[src/hw/i2s_defines.svh]
`ifndef I2S_DEFINES_SVH
`define I2S_DEFINES_SVH

// bits carried in one audio sample.
`define I2S_SAMPLE_WIDTH 16

// slot length at which the bit counter stops counting.
`define I2S_MAX_SLOT_BITS 32

// flip-flops in each line synchronizer.
`define I2S_SYNC_STAGES 2

`endif

[src/hw/i2s_audio_pkg.sv]
`default_nettype none

`include "i2s_defines.svh"

package i2s_audio_pkg;

    typedef logic [`I2S_SAMPLE_WIDTH-1:0] sample_t;

    // lrclk low selects the left channel.
    typedef enum logic {
        ch_left  = 1'b0,
        ch_right = 1'b1
    } channel_e;

endpackage

`default_nettype wire

[src/hw/i2s_link_pkg.sv]
`default_nettype none

`include "i2s_defines.svh"

package i2s_link_pkg;

    typedef enum logic [1:0] {
        st_idle  = 2'd0,
        st_left  = 2'd1,
        st_right = 2'd2
    } frame_state_e;

    // wide enough to hold a saturated count of the full slot.
    typedef logic [$clog2(`I2S_MAX_SLOT_BITS+1)-1:0] bit_count_t;

endpackage

`default_nettype wire

[src/hw/i2s_line_sync.sv]
`default_nettype none

`include "i2s_defines.svh"

module i2s_line_sync #(
    parameter int sync_stages = `I2S_SYNC_STAGES
) (
    input  wire                    clk,
    input  wire                    reset,
    input  wire                    bclk,
    input  wire                    lrclk,
    input  wire                    adc_data,
    output logic                   bit_rise,
    output logic                   bit_fall,
    output logic                   lr_change,
    output i2s_audio_pkg::channel_e channel,
    output logic                   rx_bit
);

    // one chain per line, bit 2 bclk, bit 1 lrclk, bit 0 adc_data.
    logic [sync_stages-1:0][2:0] sync_q;
    logic bclk_s;
    logic lrclk_s;
    logic adc_s;
    logic bclk_dly;
    logic lr_latched;
    logic rise_w;
    logic fall_w;

    always_ff @(posedge clk) begin
        if (reset) begin
            sync_q <= '0;
        end else begin
            sync_q[0] <= {bclk, lrclk, adc_data};
            for (int i = 1; i < sync_stages; i++) begin
                sync_q[i] <= sync_q[i-1];
            end
        end
    end

    assign bclk_s  = sync_q[sync_stages-1][2];
    assign lrclk_s = sync_q[sync_stages-1][1];
    assign adc_s   = sync_q[sync_stages-1][0];

    assign rise_w = bclk_s & ~bclk_dly;
    assign fall_w = ~bclk_s & bclk_dly;

    ////////////////////////////////////////////////////////////////////////////
    // edge strobes, all registered so they line up with rx_bit.
    ////////////////////////////////////////////////////////////////////////////

    // the latched level starts high, so a leading right slot is not a change.
    always_ff @(posedge clk) begin
        if (reset) begin
            bclk_dly   <= 1'b0;
            lr_latched <= 1'b1;
            bit_rise   <= 1'b0;
            bit_fall   <= 1'b0;
            lr_change  <= 1'b0;
            channel    <= i2s_audio_pkg::ch_right;
            rx_bit     <= 1'b0;
        end else begin
            bclk_dly  <= bclk_s;
            bit_rise  <= rise_w;
            bit_fall  <= fall_w;
            lr_change <= rise_w & (lrclk_s != lr_latched);
            rx_bit    <= adc_s;
            if (rise_w) begin
                lr_latched <= lrclk_s;
                channel    <= i2s_audio_pkg::channel_e'(lrclk_s);
            end
        end
    end

endmodule

`default_nettype wire

[src/hw/i2s_frame_fsm.sv]
`default_nettype none

`include "i2s_defines.svh"

module i2s_frame_fsm (
    input  wire                         clk,
    input  wire                         reset,
    input  wire                         lr_change,
    input  i2s_audio_pkg::channel_e     channel,
    input  i2s_link_pkg::bit_count_t    bit_count,
    output logic                        slot_start,
    output logic                        slot_end,
    output i2s_link_pkg::frame_state_e  state,
    output logic                        slot_short
);

    i2s_link_pkg::frame_state_e next_state;
    logic                       too_short;

    // the rise that changes lrclk still carries the last bit of the old slot,
    // so the slot length is one more than the count held so far.
    assign too_short = bit_count <
        i2s_link_pkg::bit_count_t'(`I2S_SAMPLE_WIDTH - 1);

    assign slot_start = lr_change;
    assign slot_end   = lr_change && (state != i2s_link_pkg::st_idle);

    always_comb begin
        next_state = state;
        if (lr_change) begin
            if (channel == i2s_audio_pkg::ch_left) begin
                next_state = i2s_link_pkg::st_left;
            end else begin
                next_state = i2s_link_pkg::st_right;
            end
        end
    end

    always_ff @(posedge clk) begin
        if (reset) begin
            state      <= i2s_link_pkg::st_idle;
            slot_short <= 1'b0;
        end else begin
            state      <= next_state;
            slot_short <= slot_end && too_short;
        end
    end

endmodule

`default_nettype wire

[src/hw/i2s_bit_counter.sv]
`default_nettype none

`include "i2s_defines.svh"

module i2s_bit_counter (
    input  wire                       clk,
    input  wire                       reset,
    input  wire                       slot_start,
    input  wire                       bit_rise,
    output i2s_link_pkg::bit_count_t  bit_count
);

    logic at_max;

    assign at_max = (bit_count == i2s_link_pkg::bit_count_t'(`I2S_MAX_SLOT_BITS));

    // slot_start wins over the rise it arrives with, which
    // leaves that bit counted in the slot that is closing.
    always_ff @(posedge clk) begin
        if (reset) begin
            bit_count <= '0;
        end else if (slot_start) begin
            bit_count <= '0;
        end else if (bit_rise && !at_max) begin
            bit_count <= bit_count + 1'b1;
        end
    end

endmodule

`default_nettype wire

[src/hw/i2s_rx_deser.sv]
`default_nettype none

`include "i2s_defines.svh"

module i2s_rx_deser (
    input  wire                         clk,
    input  wire                         reset,
    input  wire                         bit_rise,
    input  wire                         rx_bit,
    input  wire                         slot_end,
    input  i2s_link_pkg::frame_state_e  state,
    output i2s_audio_pkg::sample_t      left_out,
    output i2s_audio_pkg::sample_t      right_out,
    output logic                        data_ready
);

    logic [`I2S_MAX_SLOT_BITS-1:0] shift_q;
    logic [`I2S_MAX_SLOT_BITS-1:0] shift_w;

    // the next shift value already holds the bit of this rise.
    assign shift_w = {shift_q[`I2S_MAX_SLOT_BITS-2:0], rx_bit};

    always_ff @(posedge clk) begin
        if (bit_rise) begin
            shift_q <= shift_w;
        end
    end

    ////////////////////////////////////////////////////////////////////////////
    // output words, latched when a slot closes.
    ////////////////////////////////////////////////////////////////////////////

    always_ff @(posedge clk) begin
        if (reset) begin
            left_out   <= '0;
            right_out  <= '0;
            data_ready <= 1'b0;
        end else begin
            data_ready <= 1'b0;
            if (slot_end) begin
                if (state == i2s_link_pkg::st_left) begin
                    left_out <= shift_w[`I2S_SAMPLE_WIDTH-1:0];
                end else if (state == i2s_link_pkg::st_right) begin
                    right_out  <= shift_w[`I2S_SAMPLE_WIDTH-1:0];
                    data_ready <= 1'b1;
                end
            end
        end
    end

endmodule

`default_nettype wire

[src/hw/i2s_tx_ser.sv]
`default_nettype none

module i2s_tx_ser (
    input  wire                      clk,
    input  wire                      reset,
    input  wire                      slot_start,
    input  i2s_audio_pkg::channel_e  channel,
    input  wire                      bit_fall,
    input  i2s_audio_pkg::sample_t   left_in,
    input  i2s_audio_pkg::sample_t   right_in,
    output logic                     data_sampled,
    output logic                     dac_data
);

    i2s_audio_pkg::sample_t right_hold;
    i2s_audio_pkg::sample_t shift_q;

    // both words are taken together at the left slot start.
    always_ff @(posedge clk) begin
        if (slot_start && channel == i2s_audio_pkg::ch_left) begin
            right_hold <= right_in;
        end
    end

    ////////////////////////////////////////////////////////////////////////////
    // shifter, MSB out first, zero fill behind it.
    ////////////////////////////////////////////////////////////////////////////

    always_ff @(posedge clk) begin
        if (reset) begin
            shift_q      <= '0;
            dac_data     <= 1'b0;
            data_sampled <= 1'b0;
        end else begin
            data_sampled <= 1'b0;
            if (slot_start) begin
                if (channel == i2s_audio_pkg::ch_left) begin
                    shift_q      <= left_in;
                    data_sampled <= 1'b1;
                end else begin
                    shift_q <= right_hold;
                end
            end else if (bit_fall) begin
                // first fall of a slot puts the MSB on the line.
                dac_data <= shift_q[$bits(shift_q)-1];
                shift_q  <= {shift_q[$bits(shift_q)-2:0], 1'b0};
            end
        end
    end

endmodule

`default_nettype wire

[src/hw/i2s_slave_port.sv]
`default_nettype none

module i2s_slave_port (
    input  wire                     clk,
    input  wire                     reset,
    input  wire                     bclk,
    input  wire                     lrclk,
    input  wire                     adc_data,
    input  i2s_audio_pkg::sample_t  left_in,
    input  i2s_audio_pkg::sample_t  right_in,
    output i2s_audio_pkg::sample_t  left_out,
    output i2s_audio_pkg::sample_t  right_out,
    output logic                    data_ready,
    output logic                    data_sampled,
    output logic                    dac_data,
    output logic                    slot_short
);

    logic                       bit_rise;
    logic                       bit_fall;
    logic                       lr_change;
    logic                       rx_bit;
    logic                       slot_start;
    logic                       slot_end;
    i2s_audio_pkg::channel_e    channel;
    i2s_link_pkg::bit_count_t   bit_count;
    i2s_link_pkg::frame_state_e state;

    ////////////////////////////////////////////////////////////////////////////
    // line capture and slot tracking.
    ////////////////////////////////////////////////////////////////////////////

    i2s_line_sync u_line_sync (
        .clk       (clk),
        .reset     (reset),
        .bclk      (bclk),
        .lrclk     (lrclk),
        .adc_data  (adc_data),
        .bit_rise  (bit_rise),
        .bit_fall  (bit_fall),
        .lr_change (lr_change),
        .channel   (channel),
        .rx_bit    (rx_bit)
    );

    i2s_frame_fsm u_frame_fsm (
        .clk        (clk),
        .reset      (reset),
        .lr_change  (lr_change),
        .channel    (channel),
        .bit_count  (bit_count),
        .slot_start (slot_start),
        .slot_end   (slot_end),
        .state      (state),
        .slot_short (slot_short)
    );

    i2s_bit_counter u_bit_counter (
        .clk        (clk),
        .reset      (reset),
        .slot_start (slot_start),
        .bit_rise   (bit_rise),
        .bit_count  (bit_count)
    );

    ////////////////////////////////////////////////////////////////////////////
    // data paths.
    ////////////////////////////////////////////////////////////////////////////

    i2s_rx_deser u_rx_deser (
        .clk        (clk),
        .reset      (reset),
        .bit_rise   (bit_rise),
        .rx_bit     (rx_bit),
        .slot_end   (slot_end),
        .state      (state),
        .left_out   (left_out),
        .right_out  (right_out),
        .data_ready (data_ready)
    );

    i2s_tx_ser u_tx_ser (
        .clk          (clk),
        .reset        (reset),
        .slot_start   (slot_start),
        .channel      (channel),
        .bit_fall     (bit_fall),
        .left_in      (left_in),
        .right_in     (right_in),
        .data_sampled (data_sampled),
        .dac_data     (dac_data)
    );

endmodule

`default_nettype wire

[config.mk]
export PLATFORM = sky130hd
export DESIGN_NAME = i2s_slave_port
export DESIGN_NICKNAME = d
export VERILOG_FILES = /design/src/hw/i2s_audio_pkg.sv /design/src/hw/i2s_link_pkg.sv /design/src/hw/i2s_line_sync.sv /design/src/hw/i2s_frame_fsm.sv /design/src/hw/i2s_bit_counter.sv /design/src/hw/i2s_rx_deser.sv /design/src/hw/i2s_tx_ser.sv /design/src/hw/i2s_slave_port.sv
export VERILOG_INCLUDE_DIRS = /design/src /design/src/hw
export SDC_FILE = /design/constraint.sdc
export NUM_CORES = 1
export LEC_CHECK = 0
export ABC_AREA = 1
export BUFFER_PORTS_ARGS = -buffer_cell sky130_fd_sc_hd__buf_2
export CAP_MARGIN = 20
export CORE_AREA = 5 5 120 77
export DETAILED_ROUTE_END_ITERATION = 10
export DIE_AREA = 0 0 125 82
export MAX_ROUTING_LAYER = met4
export PLACE_DENSITY = 0.8
export SLEW_MARGIN = 20
export SYNTH_ARGS = -nofsm -noshare
export SYNTH_HDL_FRONTEND = slang
export SYNTH_HIERARCHICAL = 1
export SYNTH_SLANG_ARGS = --single-unit
[constraint.sdc]
create_clock -name clk -period 3.3 [get_ports clk]
set_input_delay 0.33 -clock clk [delete_from_list [all_inputs] [get_ports clk]]
set_output_delay 0.33 -clock clk [all_outputs]
set_load 0.01 [all_outputs]
# [Word level (Yosys, flattened, before mapping)]
# Cells that the tools add are included.
[totals] regBits=103 inputBits=37 out_inout_bits=36 wordCells=53
[op_classes] add_sub_neg=1 order_cmp=1 eq_ne=4 mux=6 bitwise_logic=9 reduce_logical=13
[ops] operator="$mux 16" n=3
[ops] operator="$add 6x1->6 const B" n=1
[ops] operator="$eq 6x6->1 const B" n=1
[ops] operator="$lt 6x4->1 const B" n=1
[ops] operator="$not 1->1" n=6
[ops] operator="$logic_and 1x1->1" n=4
[ops] operator="$reduce_and 2->1" n=2
[ops] operator="$reduce_bool 2->1" n=2
[ops] operator="$reduce_or 2->1" n=2
[ops] operator="$and 1x1->1" n=3
[ops] operator="$reduce_and 3->1" n=1
[ops] operator="$reduce_or 3->1" n=1
[ops] operator="$eq 2x1->1 const B" n=1
[ops] operator="$eq 2x2->1 const B" n=1
[ops] operator="$mux 1" n=2
[ops] operator="$mux 2" n=1
[ops] operator="$logic_not 1->1" n=1
[ops] operator="$ne 1x1->1" n=1

# [Longest topological paths before layout]
# Gate-level depths: netlist of run 1.
[logic_depth] ltp_word=4 ltp_mapped=8 mapped_depth_nobuf=7

# [By module]
# Netlist of run 1, hierarchy kept.
[modules_own_cells] module="i2s_rx_deser" n_inst=1 cells_each=223 area_per_inst_um2=1790.5 seq_area_each_um2=1111.1
[modules_own_cells] module="i2s_tx_ser" n_inst=1 cells_each=212 area_per_inst_um2=1606.5 seq_area_each_um2=840.8
[modules_own_cells] module="i2s_line_sync" n_inst=1 cells_each=44 area_per_inst_um2=381.6 seq_area_each_um2=240.2
[modules_own_cells] module="i2s_bit_counter" n_inst=1 cells_each=46 area_per_inst_um2=339.1 seq_area_each_um2=120.1
[modules_own_cells] module="i2s_frame_fsm" n_inst=1 cells_each=23 area_per_inst_um2=145.1 seq_area_each_um2=60.1

# [Worst setup path before layout of run 1]
# OpenSTA, ideal clock, no wires.
[synth_path] path_type="register -> register" start="register u_line_sync.lr_change" end="register u_tx_ser.right_hold[0] (enable)" setup_ps=389 arrival_time_ps=1492 required_time_ps=2911 setup_slack_ps=1419 path_stages_with_launch=6 n_path_buf=3 period_less_slack_ps=1881 cell_sequence="dfxtp_1 buf_4 buf_6 inv_2 buf_6 nor2_1"
[synth_via] elab_chain_len=1
[synth_lines] item="from (decl)" line_no="i2s_line_sync.sv:15" rtl="output logic lr_change,"
[synth_lines] item="from (signal assigned)" line_no="i2s_line_sync.sv:66" rtl="lr_change <= rise_w & (lrclk_s != lr_latched);"
[synth_lines] item="$logic_and 1x1->1" line_no="i2s_tx_ser.sv:20" rtl="if (slot_start && channel == i2s_audio_pkg::ch_left) begin"
[synth_lines] item="to (signal assigned)" line_no="i2s_tx_ser.sv:21" rtl="right_hold <= right_in;"
[synth_lines] item="to (decl)" line_no="i2s_tx_ser.sv:15" rtl="i2s_audio_pkg::sample_t right_hold;"
# Every way passes these cells.
# A chain may end at the register's enable or synchronous reset.

# [Worst setup path in the final report of run 1]
[layout_path] start="register u_frame_fsm.state[0]" end="register u_rx_deser.right_out[13]"
[layout_via] elab_chain_len=3 elab_cells_between_ends=6 classes_between="eq/ne (2); bitwise (1); reduce/logical (3)"
[layout_lines] item="from (decl)" line_no="i2s_frame_fsm.sv:13" rtl="output i2s_link_pkg::frame_state_e state,"
[layout_lines] item="from (signal assigned)" line_no="i2s_frame_fsm.sv:41" rtl="state <= i2s_link_pkg::st_idle;"
[layout_lines] item="from (signal assigned)" line_no="i2s_frame_fsm.sv:44" rtl="state <= next_state;"
[layout_lines] item="$reduce_bool 2->1" line_no="i2s_frame_fsm.sv:26" rtl="assign slot_end = lr_change && (state != i2s_link_pkg::st_idle);"
[layout_lines] item="$logic_and 1x1->1" line_no="i2s_frame_fsm.sv:26"
[layout_lines] item="named net slot_end" line_no="i2s_slave_port.sv:24" rtl="logic slot_end;"
[layout_lines] item="$reduce_and 3->1 (no source line)"
[layout_lines] item="to (signal assigned)" line_no="i2s_rx_deser.sv:44" rtl="right_out <= shift_w[`I2S_SAMPLE_WIDTH-1:0];"
[layout_lines] item="to (decl)" line_no="i2s_rx_deser.sv:13" rtl="output i2s_audio_pkg::sample_t right_out,"
# The timed path passes the listed nets, and every way through them passes these cells.

==> reports/metrics.cfg, run 1 <==
[outcome]
status=finished, final reports clean

[worst_setup_path]
worstPathMaxFanout=33
critPathArrivalTime_ns=1.97
r2r_end=u_rx_deser/right_out[13]
r2r_slack_ns=1.61
r2r_start=u_frame_fsm/state[0]
critical_path_required_ns=3.58
cp-start-kind=register
cp-end-kind=register
rr_worst_depth=6
worst-setup-path-type=reg -> reg

[grt]
track_usage=0.178
use_met2=0.302
met3_usage=0.0546
grt_first_pass_wirelength_um=14300
grt_overflow=0
grt_pass1_vias=3216
grtUsageMet1=0.201
grt_max_degree=34
antenna_found_initial=0
grt_busiest_layer=met2

[sta]
clock_skew_ns=0.00944
tns_ns=0
setup_violations=0
period_minus_slack_ns=1.69
fmax_mhz=590
worst_slew_pin_slew_ns=0.972
drv_slew=0
relSlewSlack=0.351
fin_crit_sh=0.513
rsz0062_at_grt=no
final_hold_viol_count=0

[worst_hold_path]
holdPathEnd=u_tx_ser/right_hold[6]
min_from=right_in[6]
worstHoldPathCells=1
hold_class=in -> reg

[synthesis]
yosysWarnings=6
syn_area_per_cell_um2=7.78
ys_types=26
synthCells=548
seq_area_frac_synth=0.557
synthesis.nets=587
synth_area_um2=4260
ys_seq_elements=103

[finish]
area_growth_pct=15.6
layout-drive-gt1-share=0.176
instances_no_fill=727
nNetsFinal=649
antennaDiodeCount=0

[flow_run]
drv_cap=0

[power_and_ir_drop]
comb_power_share=0.032
p_int_mw=1.94
leakage_nw=2.50
powerDensity_nw_per_um2=503
max-vdd-ir-drop_v=0.000282
pwr-share-seq=0.536
p_clk_frac=0.432
p_switching_mw=0.534
swShare=0.216

[cts]
cts_sinks=103
cts_setup_buffers=0
root_buffer=clkbuf_16
clk_latency_ns=0.35
post_cts.resized_instances=0
path_clk_slew_ns=0.07
cts_buffers=9
hold_buffers=0
clock_path_buffers=2
cts_max_level=3
cts_tree=done

[floorplanning]
die-area_um2=10300
coreArea_um2=8100
die_h_um=82
num_io_pins=73
dieWidth_um=125
rows=26
initial_core_util=0.526

[routing]
drc=0
vias=3369
wirelength_um=8440
dr.pass1.iters=5
drt_iter0_drc=210
wl_per_cell_um=11.6
antenna_left=0
viasPerCell=4.63

[placed_design]
routabilityCongestion=0.780
hpwl_um=5710
place_inst=711
port-buffer-count=72

[cell usage in the layout, fill, tap and decap left out, types with 3 or more instances in the layout]
cell / count
nand2_2: 3
dfxtp_1: 72
nand2_1: 144
nor2_2: 3
buf_2: 72
nand3_2: 6
clkbuf_16: 9
a21oi_1: 8
nor2_1: 147
buf_4: 4
nand3_1: 21
inv_1: 75
edfxtp_1: 31
[state kept, by name (all words and copies together) (netlist names), 2 cells and up]
signal and flops:
u_rx_deser/left_out 16, u_tx_ser/shift_q 16, u_rx_deser/right_out 16, u_tx_ser/right_hold 16, u_rx_deser/shift_q 15, u_frame_fsm/state 2
u_line_sync/sync_q 3, u_bit_counter/bit_count 6
[worst max path at each step]
stage | slack (ns) | start | to | cells past startpoint
2_1_floorplan | 1.42 | u_line_sync/lr_change | u_tx_ser/right_hold[0] | 5
3_3_place_gp | 1.61 | reset | u_rx_deser/right_out[13] | 5
3_5_place_dp | 1.54 | reset | u_rx_deser/left_out[7] | 5
4_1_cts | 1.60 | u_frame_fsm/state[0] | u_rx_deser/right_out[13] | 6
5_1_grt | 1.41 | u_frame_fsm/state[1] | u_rx_deser/right_out[14] | 5
6_report | 1.61 | u_frame_fsm/state[0] | u_rx_deser/right_out[13] | 6
[power groups by stage]
stage	sequential, mW	combinational, mW	clock, mW
floorplan	1.35	0.0567	0
detailed placement	1.36	0.0783	0
CTS	1.33	0.0790	1.10
global placement	1.36	0.0754	0
global route	1.33	0.0904	1.15
finish	1.33	0.0786	1.07
[per-stage QoR]
step / hold slack, ns / util / total power, mW / cell area, um2 / setup slack (ns)
2_1_floorplan: 0.388 / - / 1.41 / 4260 / 1.42
3_3_place_gp: 0.389 / 0.571 / 1.43 / 4620 / 1.61
3_5_place_dp: 0.397 / 0.571 / 1.44 / 4620 / 1.54
4_1_cts: 0.143 / 0.608 / 2.51 / 4930 / 1.60
5_1_grt: 0.142 / 0.608 / 2.57 / 4930 / 1.41
6_report: 0.157 / 0.608 / 2.48 / 4930 / 1.61
[metal layers]
layer	routed length, um	share of wire
met1	3890	0.46
met2	3990	0.47
met3	421	0.050
met4	140	0.017
met5	0	0
[cell families after synthesis]
kind of cell / share of synthesized area
AOI/OAI and AO/OA: 0.0123
xor gates and xnor gates: 0.00205
adders and majority gates: 0.00587
buffers and inverters: 0.109
DFF: 0.557
and+or+nand+nor: 0.314
[area by class of cell]
| type | count | area, um2 |
|---|---|---|
| Timing Repair Buffer | 76 | 390 |
| Clock inverter | 7 | 81.3 |
| Clock buffer | 9 | 225 |
| Fill cell | 680 | 3170 |
| Multi-Input combinational cell | 342 | 1430 |
| Inverter | 78 | 294 |
| Sequential cell | 103 | 2370 |
| Tap cell | 112 | 140 |
[cell usage after synthesis]
cell type,n,area [um2]
a21oi_1,8,40.0
buf_2,10,50.1
buf_4,8,60.1
buf_6,3,33.8
buf_8,1,15.0
clkbuf_1,2,7.51
clkbuf_2,1,5.00
clkinv_2,1,5.00
dfxtp_1,72,1440
edfxtp_1,31,931
ha_1,2,25.0
inv_1,75,282
inv_2,2,7.51
nand2_1,144,541
nand2_2,3,18.8
nand3_1,21,105
nand3_2,6,60.1
nand3b_1,1,7.51
nand4_1,1,6.26
nor2_1,147,552
nor2_2,3,18.8
nor2_8,1,20.0
nor3_1,2,10.0
o21a_1,1,7.51
o21ai_0,1,5.00
xnor2_1,1,8.76
[critical path, cell delays in order (launching register included)]
cell     delay, ns
dfxtp_1       0.39
nor2_1        0.08
nor2_2        0.17
nand3_2       0.54
nand2_1       0.22
nand2_1       0.08
nor2_1        0.14
No activity file was read; power rests on OpenSTA's default activity.
==> run 2: changes to the inputs <==
clock period = 1.76 ns   (was 3.3 ns; I/O delays follow)
==> reports/metrics.cfg, run 2 (same netlist as run 1, synthesis figures left out) <==
[cts]
cts_tree=done
cts_buffers=9  ; unchanged
path_clk_slew_ns=0.07  ; about the same
clock_path_buffers=2  ; unchanged
cts_sinks=103  ; unchanged
cts_max_level=3  ; unchanged
root_buffer=clkbuf_16
post_cts.resized_instances=0  ; unchanged
clk_latency_ns=0.34  ; about the same

[power_and_ir_drop]
max-vdd-ir-drop_v=0.000623  ; +120%
leakage_nw=2.57  ; +3.1%
powerDensity_nw_per_um2=919  ; +83%

[worst_setup_path]
crit_path_frequent_cell=nor2_1
slowest_delay_ns=0.42  ; -0.12 ns
crit_slowest_cell=dfxtp_1
critPathArrivalTime_ns=1.56  ; -0.41 ns
cp-end-kind=register
path_cells=inv_2, nor2_2, nand3_2, buf_4, nor2_1, nor2_1
cp-start-kind=register
worstPathMaxFanout=33  ; unchanged
path_buf_inv=2  ; +2
r2r_slack_ns=0.43  ; -1.18 ns
worst-setup-path-type=reg -> reg
critPathTopFamily=simple AND/OR/NAND/NOR gates
critical_path_required_ns=1.99  ; -1.59 ns

[finish]
layout-drive-gt1-share=0.185  ; +0.00952
final_cell_area_um2=5080  ; +3.1%
area_growth_pct=19.2
antennaDiodeCount=0  ; unchanged
final_cell_mix=nor2_1, nand2_1, inv_1
final_common_cell=nor2_1
nNetsFinal=666  ; +2.6%

[routing]
dr.pass1.iters=4  ; -1
viasPerCell=4.64  ; +0.21%
antenna_left=0  ; unchanged
wirelength_um=8690  ; +3.0%
drt_iter0_drc=226  ; +7.6%
vias=3455  ; +2.6%
drc=0  ; unchanged
wl_per_cell_um=11.7  ; +0.62%

[grt]
track_usage=0.189  ; +0.0110
grt_pass1_vias=3336  ; +3.7%
grt_max_degree=34  ; unchanged
antenna_found_initial=0  ; unchanged
grt_first_pass_wirelength_um=15100  ; +5.9%
grt_overflow=0  ; unchanged

[sta]
worst_slew_pin_slew_ns=0.500  ; -0.473 ns
fin_crit_sh=0.756  ; +0.243
drv_slew=0  ; unchanged
layout_setup_ws_ns=0.429  ; -1.18 ns
tns_ns=0  ; unchanged
clock_skew_ns=0.00992  ; +0.000483 ns
relSlewSlack=0.666  ; +0.315
rsz0062_at_grt=no
whs_ns=0.0218  ; -0.135 ns
final_hold_viol_count=0  ; unchanged
setup_violations=0  ; unchanged
fmax_mhz=751  ; +27%
period_minus_slack_ns=1.33  ; -0.362 ns

[floorplanning]
num_io_pins=73  ; unchanged
initial_core_util=0.526  ; unchanged
coreArea_um2=8100  ; unchanged
rows=26  ; unchanged
die_h_um=82  ; unchanged
die-area_um2=10300  ; unchanged
dieWidth_um=125  ; unchanged

[placed_design]
pre_cts_ws_ns=0.460  ; -1.08 ns
port-buffer-count=72  ; unchanged
routabilityCongestion=0.867  ; +11%
hpwl_um=5960  ; +4.3%
place_area_um2=4680  ; +1.4%

[flow_run]
drv_cap=0  ; unchanged

[worst_hold_path]
hold_class=in -> reg

[outcome]
status=finished, final reports clean

run 2: changes by cell type in the layout (fill, tap and decap cells not counted):
cell           change
clkinvlp_4         -1
clkinv_4           +1
inv_6              +1
dlygate4sd3_1      +9
inv_8              -1
nor2_2             +1
nor2_1             -1
buf_4              +8
run 2: path summary, 6_finish.rpt:
path / startpoint / endpoint / cells after the start
setup / recovery: u_line_sync/lr_change / u_rx_deser/right_out[1] / 6
hold / removal: right_in[5] / u_tx_ser/right_hold[5] / 1
setup reg to reg: u_line_sync/lr_change / u_rx_deser/right_out[1] / 6
hold reg to reg: u_line_sync/sync_q[2] / u_line_sync/bclk_s / 2
run 2: final cells by class:
cell class                 count  area (um2)
timing repair buffer          93         541
multi-input combinational    342        1430
fill                         665        3020
tap                          112         140
inverter                      78         294
sequential                   103        2370
clock buffer                   9         225
clock inverter                 7        80.1
run 2: where the power goes:
| group | internal [mW] | switching [mW] | total [mW] |
|---|---|---|---|
| combinational | 0.0783 | 0.103 | 0.181 |
| sequential | 2.46 | 0.0204 | 2.48 |
| clock | 1.12 | 0.882 | 2.00 |
| total | 3.66 | 1.00 | 4.67 |
run 2: per-stage QoR:
| step | cells | utilization | total power [mW] |
|---|---|---|---|
| floorplan | 548 | - | 2.64 |
| global placement | 719 | 0.578 | 2.69 |
| detailed placement | 719 | 0.578 | 2.70 |
| CTS | 743 | 0.626 | 4.73 |
| global route | 744 | 0.627 | 4.85 |
| finish | 744 | 0.627 | 4.67 |
run 2: worst register-to-register path, delay by kind of cell, from the launching register on:
kind          cells  cell delay (ns)
simple gates      4             0.51
flops             1             0.42
buf+inv           2             0.29
run 2: timing repair:
item                                   in CTS  in global routing
endpoints found under the hold margin       8                  1
buffers inserted                            0                  0
hold buffers                                8                  1
setup endpoints to repair                   0                  0
run 2: layer usage:
layer  track usage  wire [um]
met5             -          0
met3        0.0546        455
met1         0.225       4020
met2         0.318       4140
met4        0.0563         74
